[config.mk]
export PLATFORM = sky130hd
export DESIGN_NAME = uart
export DESIGN_NICKNAME = d
export VERILOG_FILES = /design/src/hw/uart_frame_pkg.sv /design/src/hw/uart_cfg_pkg.sv /design/src/hw/uart.sv /design/src/hw/uart_rx_deserializer.sv /design/src/hw/uart_tx_serializer.sv /design/src/hw/byte_fifo.sv
export SDC_FILE = /design/constraint.sdc
export NUM_CORES = 1
export LEC_CHECK = 0
export ABC_AREA = 1
export BUFFER_PORTS_ARGS = -buffer_cell sky130_fd_sc_hd__buf_4
export CORE_MARGIN = 5
export CORE_UTILIZATION = 50
export DETAILED_ROUTE_END_ITERATION = 8
export PLACE_DENSITY_LB_ADDON = 0.12
export SKIP_LAST_GASP = 1
export SLEW_MARGIN = 20
export SYNTH_ARGS = -nofsm -noshare
export SYNTH_HDL_FRONTEND = slang
export SYNTH_SLANG_ARGS = --single-unit
[constraint.sdc]
create_clock -name clk -period 4.9 [get_ports clk]
set_input_delay 0.735 -clock clk [delete_from_list [all_inputs] [get_ports clk]]
set_output_delay 0.735 -clock clk [all_outputs]
set_load 0.05 [all_outputs]
[src/hw/uart_frame_pkg.sv]
// serial frame package: data byte, bit index, 8N1 frame constants, TX and RX state enums

package uart_frame_pkg;

    // one character on the line
    typedef logic [7:0] data_byte_t;

    // selects one data bit inside a character
    typedef logic [2:0] bit_index_t;

    localparam int DATA_BITS = 8;            // 8N1, no parity

    // idle level of the line, also the stop bit level
    localparam logic LINE_IDLE = 1'b1;

    // transmit FSM
    typedef enum logic [1:0] {
        TX_IDLE  = 2'd0,
        TX_START = 2'd1,
        TX_DATA  = 2'd2,
        TX_STOP  = 2'd3
    } tx_state_t;

    // receive FSM
    typedef enum logic [1:0] {
        RX_IDLE  = 2'd0,
        RX_START = 2'd1,                     // half-bit wait, start bit check
        RX_DATA  = 2'd2,
        RX_STOP  = 2'd3                      // stop bit level is not checked
    } rx_state_t;

endpackage : uart_frame_pkg

[src/hw/uart_cfg_pkg.sv]
// configuration package: baud divider type and default FIFO depth

package uart_cfg_pkg;

    // clock cycles per bit, minus one
    // one bit lasts baud_div+1 cycles, values below 3 are not supported
    typedef logic [15:0] baud_div_t;

    // default byte count of each FIFO, must be a power of two
    parameter int DEFAULT_FIFO_DEPTH = 64;

endpackage : uart_cfg_pkg
[src/hw/uart.sv]
// uart: full-duplex 8N1 top level with a byte FIFO on the transmit and receive paths
`timescale 1ns/10ps

module uart #(
    parameter int FIFO_DEPTH = uart_cfg_pkg::DEFAULT_FIFO_DEPTH  // power of two, at least 2
) (
    input  logic                       clk,
    input  logic                       rst,
    input  uart_cfg_pkg::baud_div_t    baud_div,

    // transmit side
    input  logic                       tx_start,    // one-cycle write strobe
    input  uart_frame_pkg::data_byte_t tx_data,
    output logic                       tx_pin,
    output logic                       tx_fifo_full,

    // receive side
    input  logic                       rx_pin,
    input  logic                       rx_read,     // one-cycle pop strobe
    output logic                       rx_ready,
    output uart_frame_pkg::data_byte_t rx_byte
);
    import uart_frame_pkg::*;

    data_byte_t tx_head;                     // next byte to serialize
    logic       tx_empty;
    logic       tx_push;
    logic       tx_load;                     // load serializer and pop FIFO together
    logic       ser_idle;

    data_byte_t rx_data;
    logic       rx_valid;
    logic       rx_full;
    logic       rx_empty;
    logic       rx_push;
    logic       rx_pop;

    // offers while full are dropped
    assign tx_push  = tx_start && !tx_fifo_full;
    assign tx_load  = ser_idle && !tx_empty;

    assign rx_push  = rx_valid && !rx_full;  // overflow bytes are lost
    assign rx_pop   = rx_read && !rx_empty;
    assign rx_ready = !rx_empty;

    byte_fifo #(
        .FIFO_DEPTH(FIFO_DEPTH)
    ) tx_fifo (
        .clk    (clk),
        .rst    (rst),
        .push   (tx_push),
        .pop    (tx_load),
        .wr_data(tx_data),
        .rd_data(tx_head),
        .full   (tx_fifo_full),
        .empty  (tx_empty)
    );

    uart_tx_serializer tx_ser (
        .clk     (clk),
        .rst     (rst),
        .baud_div(baud_div),
        .load    (tx_load),
        .data    (tx_head),
        .tx_pin  (tx_pin),
        .idle    (ser_idle)
    );

    uart_rx_deserializer rx_des (
        .clk       (clk),
        .rst       (rst),
        .baud_div  (baud_div),
        .rx_pin    (rx_pin),
        .byte_valid(rx_valid),
        .data      (rx_data)
    );

    byte_fifo #(
        .FIFO_DEPTH(FIFO_DEPTH)
    ) rx_fifo (
        .clk    (clk),
        .rst    (rst),
        .push   (rx_push),
        .pop    (rx_pop),
        .wr_data(rx_data),
        .rd_data(rx_byte),                   // show-ahead head
        .full   (rx_full),
        .empty  (rx_empty)
    );

endmodule : uart

[src/hw/uart_rx_deserializer.sv]
// uart_rx_deserializer: input synchronizer, start bit check and 8N1 byte sampling
`timescale 1ns/10ps

module uart_rx_deserializer (
    input  logic                       clk,
    input  logic                       rst,
    input  uart_cfg_pkg::baud_div_t    baud_div,
    input  logic                       rx_pin,
    output logic                       byte_valid,
    output uart_frame_pkg::data_byte_t data
);
    import uart_cfg_pkg::*;
    import uart_frame_pkg::*;

    localparam bit_index_t LAST_BIT = bit_index_t'(DATA_BITS - 1);

    logic [1:0] sync_q;                      // two-flop synchronizer
    logic       rx_s;                        // synchronized line
    logic       rx_prev;                     // previous value, for edge detect
    logic       fall;
    rx_state_t  state;
    baud_div_t  bit_timer;
    bit_index_t bit_index;
    logic       bit_end;

    assign rx_s    = sync_q[1];
    assign fall    = rx_prev && !rx_s;
    assign bit_end = (bit_timer == '0);

    // reset to the idle level so reset release does not look like a start bit
    always_ff @(posedge clk) begin
        if (!rst) begin
            sync_q  <= {2{LINE_IDLE}};
            rx_prev <= LINE_IDLE;
        end else begin
            sync_q  <= {sync_q[0], rx_pin};
            rx_prev <= rx_s;
        end
    end

    always_ff @(posedge clk) begin
        if (state == RX_DATA && bit_end) data[bit_index] <= rx_s;
    end

    always_ff @(posedge clk) begin
        if (!rst) begin
            state      <= RX_IDLE;
            bit_timer  <= '0;
            bit_index  <= '0;
            byte_valid <= 1'b0;
        end else begin
            byte_valid <= 1'b0;                // one-cycle strobe
            case (state)
                RX_IDLE: begin
                    if (fall) begin
                        state     <= RX_START;
                        bit_timer <= baud_div >> 1;  // half a bit to the middle
                        bit_index <= '0;
                    end
                end

                RX_START: begin
                    if (!bit_end) begin
                        bit_timer <= bit_timer - 1'b1;
                    end else if (rx_s == LINE_IDLE) begin
                        state <= RX_IDLE;      // glitch, line already back high
                    end else begin
                        state     <= RX_DATA;
                        bit_timer <= baud_div;
                    end
                end

                RX_DATA: begin
                    if (bit_end) begin
                        bit_timer <= baud_div;
                        if (bit_index == LAST_BIT) state <= RX_STOP;
                        else bit_index <= bit_index + 1'b1;
                    end else begin
                        bit_timer <= bit_timer - 1'b1;
                    end
                end

                // wait one bit time, the stop level itself is not checked
                RX_STOP: begin
                    if (bit_end) begin
                        byte_valid <= 1'b1;
                        state      <= RX_IDLE;
                    end else begin
                        bit_timer <= bit_timer - 1'b1;
                    end
                end

                default: state <= RX_IDLE;
            endcase
        end
    end

endmodule : uart_rx_deserializer

[src/hw/uart_tx_serializer.sv]
// uart_tx_serializer: shifts one byte out as an 8N1 frame on the transmit pin
`timescale 1ns/10ps

module uart_tx_serializer (
    input  logic                       clk,
    input  logic                       rst,
    input  uart_cfg_pkg::baud_div_t    baud_div,
    input  logic                       load,
    input  uart_frame_pkg::data_byte_t data,
    output logic                       tx_pin,
    output logic                       idle
);
    import uart_cfg_pkg::*;
    import uart_frame_pkg::*;

    localparam bit_index_t LAST_BIT = bit_index_t'(DATA_BITS - 1);

    tx_state_t  state;
    baud_div_t  bit_timer;                   // counts down from baud_div
    bit_index_t bit_index;
    data_byte_t data_latch;
    logic       bit_end;

    assign bit_end = (bit_timer == '0);

    // also high in the last cycle of the stop bit, so frames can run back to back
    assign idle = (state == TX_IDLE) || (state == TX_STOP && bit_end);

    always_ff @(posedge clk) begin
        if (load && idle) data_latch <= data;
    end

    always_ff @(posedge clk) begin
        if (!rst) begin
            state     <= TX_IDLE;
            bit_timer <= '0;
            bit_index <= '0;
            tx_pin    <= LINE_IDLE;
        end else if (load && idle) begin
            state     <= TX_START;
            bit_timer <= baud_div;
            bit_index <= '0;
            tx_pin    <= ~LINE_IDLE;           // start bit on the next cycle
        end else begin
            case (state)
                TX_IDLE: begin
                    tx_pin <= LINE_IDLE;
                end

                TX_START: begin
                    if (bit_end) begin
                        state     <= TX_DATA;
                        bit_timer <= baud_div;
                        tx_pin    <= data_latch[0];  // LSB first
                    end else begin
                        bit_timer <= bit_timer - 1'b1;
                    end
                end

                TX_DATA: begin
                    if (bit_end) begin
                        bit_timer <= baud_div;
                        if (bit_index == LAST_BIT) begin
                            state  <= TX_STOP;
                            tx_pin <= LINE_IDLE;
                        end else begin
                            bit_index <= bit_index + 1'b1;
                            tx_pin    <= data_latch[bit_index + 1'b1];
                        end
                    end else begin
                        bit_timer <= bit_timer - 1'b1;
                    end
                end

                TX_STOP: begin
                    if (bit_end) state <= TX_IDLE;  // no new load, line stays high
                    else bit_timer <= bit_timer - 1'b1;
                end

                default: begin
                    state  <= TX_IDLE;
                    tx_pin <= LINE_IDLE;
                end
            endcase
        end
    end

endmodule : uart_tx_serializer

[src/hw/byte_fifo.sv]
// byte_fifo: synchronous show-ahead byte FIFO with full and empty flags
`timescale 1ns/10ps

module byte_fifo #(
    parameter int FIFO_DEPTH = uart_cfg_pkg::DEFAULT_FIFO_DEPTH  // power of two, at least 2
) (
    input  logic                      clk,
    input  logic                      rst,
    input  logic                      push,
    input  logic                      pop,
    input  uart_frame_pkg::data_byte_t wr_data,
    output uart_frame_pkg::data_byte_t rd_data,
    output logic                      full,
    output logic                      empty
);
    import uart_frame_pkg::*;

    localparam int PTR_W = $clog2(FIFO_DEPTH);

    typedef logic [PTR_W-1:0] ptr_t;
    typedef logic [PTR_W:0]   cnt_t;         // one bit wider so a full FIFO is countable

    localparam cnt_t DEPTH_CNT = cnt_t'(FIFO_DEPTH);

    data_byte_t mem [FIFO_DEPTH];
    ptr_t       wr_ptr;
    ptr_t       rd_ptr;
    cnt_t       count;
    logic       do_push;
    logic       do_pop;

    // a push into a full FIFO is lost even with a pop in the same cycle
    assign do_push = push && !full;
    assign do_pop  = pop && !empty;

    assign full    = (count == DEPTH_CNT);
    assign empty   = (count == '0);
    assign rd_data = mem[rd_ptr];            // head byte, show-ahead

    always_ff @(posedge clk) begin
        if (do_push) mem[wr_ptr] <= wr_data;
    end

    always_ff @(posedge clk) begin
        if (!rst) begin
            wr_ptr <= '0;
            rd_ptr <= '0;
            count  <= '0;
        end else begin
            if (do_push) wr_ptr <= wr_ptr + 1'b1;  // wraps, depth is a power of two
            if (do_pop)  rd_ptr <= rd_ptr + 1'b1;
            case ({do_push, do_pop})
                2'b10:   count <= count + 1'b1;
                2'b01:   count <= count - 1'b1;
                default: count <= count;       // both or neither
            endcase
        end
    end

endmodule : byte_fifo

* Yosys cells after proc, flatten, opt, wreduce, memory -nomap -nowiden
Memory sizes are Yosys's and may differ from the RTL's. A register that Yosys moved wholly into a read port is not among the register bits.
Cells that the tools add are included.
W data, S select, Z words.
** Cells by class
- Add/sub/neg operators :: 12
- Order comparisons :: 3
- Equality and inequality tests :: 31
- Multiplexer cells :: 46
- Bitwise logic cells :: 2
- Reduce and logical (&&, ||, !) cells :: 43
** Operator list (number)
- $mux W16 :: 8
- $pmux W16 S4 :: 1
- $logic_not A16 Y1 :: 2
- $pmux W16 S2 :: 1
- $sub A16 B1 Y16 const B :: 2
- $pmux W7 S2 :: 2
- $add A6 B1 Y6 const B :: 4
- $mux W2 :: 10
- $ne A2 B1 Y1 const B :: 8
- $reduce_and A5 Y1 :: 3
- $add A7 B1 Y7 const B :: 2
- $eq A7 B7 Y1 const B :: 2
- $logic_not A7 Y1 :: 2
- $sub A7 B1 Y7 const B :: 2
- $logic_and A1 B1 Y1 :: 13
- $eq A2 B2 Y1 const B :: 6
- $mux W1 :: 12
- $mux W6 :: 2
- $mux W3 :: 3
- $ne A3 B1 Y1 const B :: 3
- $reduce_and A3 Y1 :: 3
- $bwmux W8 :: 1
- $eq A2 B1 Y1 const B :: 4
- $lt A3 B4 Y1 const B :: 2
- other kinds (22) :: 39
** Storage, ports and cells
- Register bits :: 93
- Memory bits (writable) :: 1024
- Input bits :: 29
- Output and inout bits :: 11
- Word-level logic and storage cells :: 157
- Memories :: 2
** Memories
- rx_fifo.mem :: words 64, bits a word 8, rd ports 1, clocked after Yosys merged registers in 1, wr ports 1, line byte_fifo.sv:25 : data_byte_t mem [FIFO_DEPTH];
- tx_fifo.mem :: words 64, bits a word 8, rd ports 1, clocked after Yosys merged registers in 1, wr ports 1, line byte_fifo.sv:25

* Longest topological paths before layout
- Depth in word-level cells :: 7
- Gate-level depth with buffers :: 22

* Cells and area by module
From an unflattened synthesis, not the netlist that was laid out.
** Unflattened totals
- Cells, all modules :: 4599
- Area total of the unflattened synthesis :: 49145.9 sq um
** Modules (own cells, without submodules)
- byte_fifo :: instances 2, cells each 1979, area an instance 22415.2 sq um, seq. area each 15875.2 sq um
- uart_rx_deserializer :: instances 1, cells each 331, area an instance 2197.1 sq um, seq. area each 740.7 sq um
- uart_tx_serializer :: instances 1, cells each 301, area an instance 2074.5 sq um, seq. area each 680.7 sq um
- uart :: instances 1, cells each 9, area an instance 43.8 sq um, seq. area each 0.0 sq um

* Least setup slack after synthesis
OpenSTA, ideal clock, no wires.
- Path kind :: flip-flop to flip-flop
- Start point :: register tx_fifo.count[1]
- End point :: register tx_fifo.count[5]
- Setup time :: 0.115 ns
- Arrival :: 2.803 ns
- Required time :: 4.785 ns
- Path slack :: 1.982 ns
- Cell stages (with the launch flop) :: 17
- Clock period less this slack :: 2.918 ns
- Cells stage by stage :: dfxtp_1 -> inv_1 -> nand4_1 -> nor3_2 -> nor2_4 -> inv_2 -> ha_1 -> ha_1 -> a21oi_1 -> nand2_1 -> nand2_1 -> nand2_1 -> nand2_1 -> nand2_1 -> xor2_1 -> o21ai_0 -> inv_1
** Between the ends
- Cells in the longest elaborated chain, start to end :: 6
- Elaborated cells between the ends (all ways) :: 14
- Those cells by class :: add/sub: 2; eq/ne: 3; mux: 1; reduce/logical: 8
** Ends and longest elaborated chain
- start: declaration :: line byte_fifo.sv:28 : cnt_t count;
- start signal: assignment :: line byte_fifo.sv:53 : 2'b10: count <= count + 1'b1;
- start signal: assignment :: line byte_fifo.sv:54 : 2'b01: count <= count - 1'b1;
- start signal: assignment :: line byte_fifo.sv:55 : default: count <= count;
- $eq A7 B7 Y1 * :: line byte_fifo.sv:36 : assign full = (count == DEPTH_CNT);
- named net tx_fifo_full :: line uart.sv:15 : output logic tx_fifo_full,
- $logic_not A1 Y1 * :: line uart.sv:39, byte_fifo.sv:33
- $logic_and A1 B1 Y1 :: line uart.sv:39 : assign tx_push = tx_start && !tx_fifo_full;
- $logic_and A1 B1 Y1 * :: line byte_fifo.sv:33 : assign do_push = push && !full;
- $eq A2 B1 Y1 / $eq A2 B2 Y1 (equally long branches) :: line byte_fifo.sv:52 : case ({do_push, do_pop})
- $pmux W7 S2 / $reduce_bool A2 Y1 (equally long branches)
The timed path passes the listed nets; every way through them passes the cells marked *.
A chain may end at the register's enable or synchronous reset.

==> out/metrics.yaml <==
yosys:
  synth_cells: 4309
  async_reset_ff_share_pct: 0
  syn_nets: 4374
  yosysSeqAreaShare_pct: 69.17
  synth_area_um2: 47780
  synth_edf_count: 1040
  avgSynthCellArea_um2: 11.09
  synthFlopType: "edfxtp_1"
  yosys_warnings: 0
  synth_seq_cells: 1131
  yosysUniqueCellTypes: 48
pwr:
  seq_power_share_pct: 41.1
  power.leakage_nw: 18.36
  p_switching_mw: 8.769
  power_mw: 26.69
  power.density_nw_per_um2: 506.2
  ir_drop_v: 0.0005129
  p_int_mw: 17.92
  sw_frac_of_total_pct: 32.85
  p_comb_share_pct: 25.8
  clock_power_share_pct: 33.1
critical_path:
  crit_type: "flop to output pin"
  critPathLaunchType: "flop"
  r2r_end: "tx_fifo.count[5]"
  reg2reg_depth: 21
  critPathMaxFanout: 115
  slowest_delay_ns: 0.59
  regToRegSetupSlack_ns: 1.45
  crit_path_end_kind: "output pin"
  crit_path_cell_trace: "inv_6 -> buf_4 -> nand2_1 -> nand3_1 -> nand3_1 -> nand2_1 -> a21oi_1 -> o21ai_1 -> nand3_1 -> nand2_1 -> buf_4"
  cp_data_required_time_ns: 4.16
  crit_path_top_delay_cell: "inv_6"
  arrival_ns: 3.33
  r2r_start: "tx_ser.bit_timer[0]"
detailed_routing:
  drt_wl_total_um: 119500
  ant_nets: 0
  vias_per_cell: 5.608
  wl_per_cell_um: 21.21
  wl_met1_um: 49800
  num_vias: 31601
  drc: 0
  met3_length_um: 6368
  routed.top_layer: "met4"
  firstDrtPassIters: 7
  dr_wl_met2_um: 59220
  drtIter0Drc: 3039
floorplan:
  core_region_area_um2: 94870
  num_rows: 113
  ioPinCount: 40
  start_util_pct: 50.37
  die_area_um2: 101900
  die_x_um: 319.1
  dieHeight_um: 319.1
hold_path:
  hold_class: "input pin to flop"
  hold_start: "rx_pin"
  hold_depth: 2
  min_to: "rx_des.sync_q[0]"
job:
  cap_violations: 0
timing:
  post-route-period-util_pct: 82.96
  slew_headroom_pct: 24.55
  drv_slew: 0
  fin_setup_tns_ns: 0
  max_clock_freq_mhz: 246.0
  setup_ws_ns: 0.8349
  rsz0062_at_grt: "no"
  finalClockSkew_ns: 0.01655
  tightest_slew_ns: 1.131
  hold_viol: 0
  setup_violations: 0
  min_period_ns: 4.065
layout:
  layout_common_cells: "edfxtp_1, nand2_1, nor2_1"
  layout-drive-gt1-share_pct: 6.796
  area_growth_pct: 10.35
  fin_util_pct: 55.58
  finalNetCount: 4333
  n_antenna_cell: 0
  final_common_cell: "edfxtp_1"
  final_cells: 5635
placed_design:
  io_buffer_count: 39
  dp_hpwl_um: 67850
  dp_slack_ns: 1.475
  dp_cells: 5415
  place_congestion: 0.8646
clocking:
  clock_latency_ns: 0.70
  htree_levels: 3
  cts_setup_buffers: 0
  clockRootBuffer: "clkbuf_16"
  hold_buffers: 0
  clk_path_buf_depth: 3
  clkTransAtPathRegs_ns: 0.06
  post_cts_resized: 0
  cts_tree: "built"
  cts.sinks: 1131
  cts_made_buffers: 116
global_route:
  grt_start_max_net_pins: 192
  antenna_found_initial: 0
  grt_overflow: 0
  grt_pass1_wl_um: 182200
  grt_use_total_pct: 22.85
  grt_pass1_vias: 30221
run_status:
  status: "completed"
-- state kept, by name (all words and copies together) (netlist names), 6 cells and up, named ones only --
register           flops
rx_des.bit_timer      16
rx_des.data            8
rx_fifo.count          7
rx_fifo.mem          512
rx_fifo.rd_ptr         6
rx_fifo.wr_ptr         6
tx_fifo.count          7
tx_fifo.mem          512
tx_fifo.rd_ptr         6
tx_fifo.wr_ptr         6
tx_ser.bit_timer      16
tx_ser.data_latch      8
-- worst max-delay path by stage --
stage | cells after the start | start | end
after global placement | 21 | tx_ser.bit_timer[0] | tx_fifo.count[5]
final | 11 | flop | rx_byte[2]
after detailed placement | 21 | tx_ser.bit_timer[0] | tx_fifo.count[5]
after global routing | 11 | flop | rx_byte[1]
after CTS | 10 | flop | rx_byte[1]
after floorplan | 16 | tx_fifo.count[1] | tx_fifo.count[5]
-- through the flow --
stage	cell area, um2	hold WS (ns)
after floorplan	47780	0.3925
after global placement	48900	0.3972
after detailed placement	48920	0.4048
after CTS	52730	0.1820
after global routing	52730	0.2039
final	52730	0.2213
-- layout make-up --
class	instances	area, um2
clock buffer	148	3117
timing repair buffer	79	688.2
tap	1265	1583
sequential	1131	33070
inverter	188	719.4
multi-input combinational	2752	12860
clock inverter	72	695.7
fill	8143	42140
-- worst max-delay path: cells and delay by family (launching register included) --
kind	cells	cell delay [ns]
AOI/OAI and AO/OA	2	0.23
buffers and inverters	3	1.24
and+or+nand+nor	6	0.69
DFF	1	0.37
-- metal layers --
layer,track usage (%),vias to the layer above
met5,0,-
met4,7.773,0
met3,2.987,209
met2,39.01,908
met1,30.56,15370
li1,-,15114
-- power by group through the flow --
stage               logic, mW  registers [mW]  clock network [mW]
CTS                      6.95            11.0                8.95
finish                   6.90            11.0                8.83
detailed placement       6.92            11.2                   0
global placement         6.87            11.2                   0
floorplan                5.17            11.1                   0
global route             7.71            11.0                9.36
-- synthesized netlist by cell type (2+ instances only) --
master       n  area (um2)
buf_4       13       97.59
o21ai_0    411        2057
nor3_1      16       80.08
or2_2        4       25.02
nand3b_1    11       82.58
nand2_1    808        3033
clkbuf_1   110       412.9
nand2_2      4       25.02
nand4_1     26       162.7
xor2_1      17       148.9
dfxtp_1     91        1822
nand3_2      4       40.04
o221ai_1     6       52.55
nor4_1       2       12.51
xnor2_1     10       87.58
nand3_1    422        2112
nor2_2      10       62.56
o211ai_1    62       465.5
a21oi_1    147       735.7
nand2_4      3       33.78
fa_1         2       40.04
o21ai_2      2       17.52
inv_2        8       30.03
edfxtp_1  1040       31230
buf_2       87       435.4
clkinv_1     6       22.52
o21ai_1     31       155.2
nor2_1     617        2316
o22ai_1     80       500.5
nor2_4       3       33.78
a31oi_1      7       43.79
buf_6       15       168.9
a211oi_1     2       15.01
o21a_1       2       15.01
buf_1       12       45.04
inv_1      173       649.4
ha_1        34       425.4
-- cell families (layout without fill, tap and decap cells) --
| group | count (synthesis) | after routing | share of synthesized area [%] |
|---|---|---|---|
| compound gates | 753 | 753 | 8.539 |
| xor+xnor | 27 | 27 | 0.4949 |
| fa+ha+maj | 36 | 36 | 0.9741 |
| buf+inv | 426 | 487 | 3.941 |
| flops | 1131 | 1131 | 69.17 |
| simple gates | 1936 | 1936 | 16.88 |
Note: power is estimated with default switching activity, not from simulation.
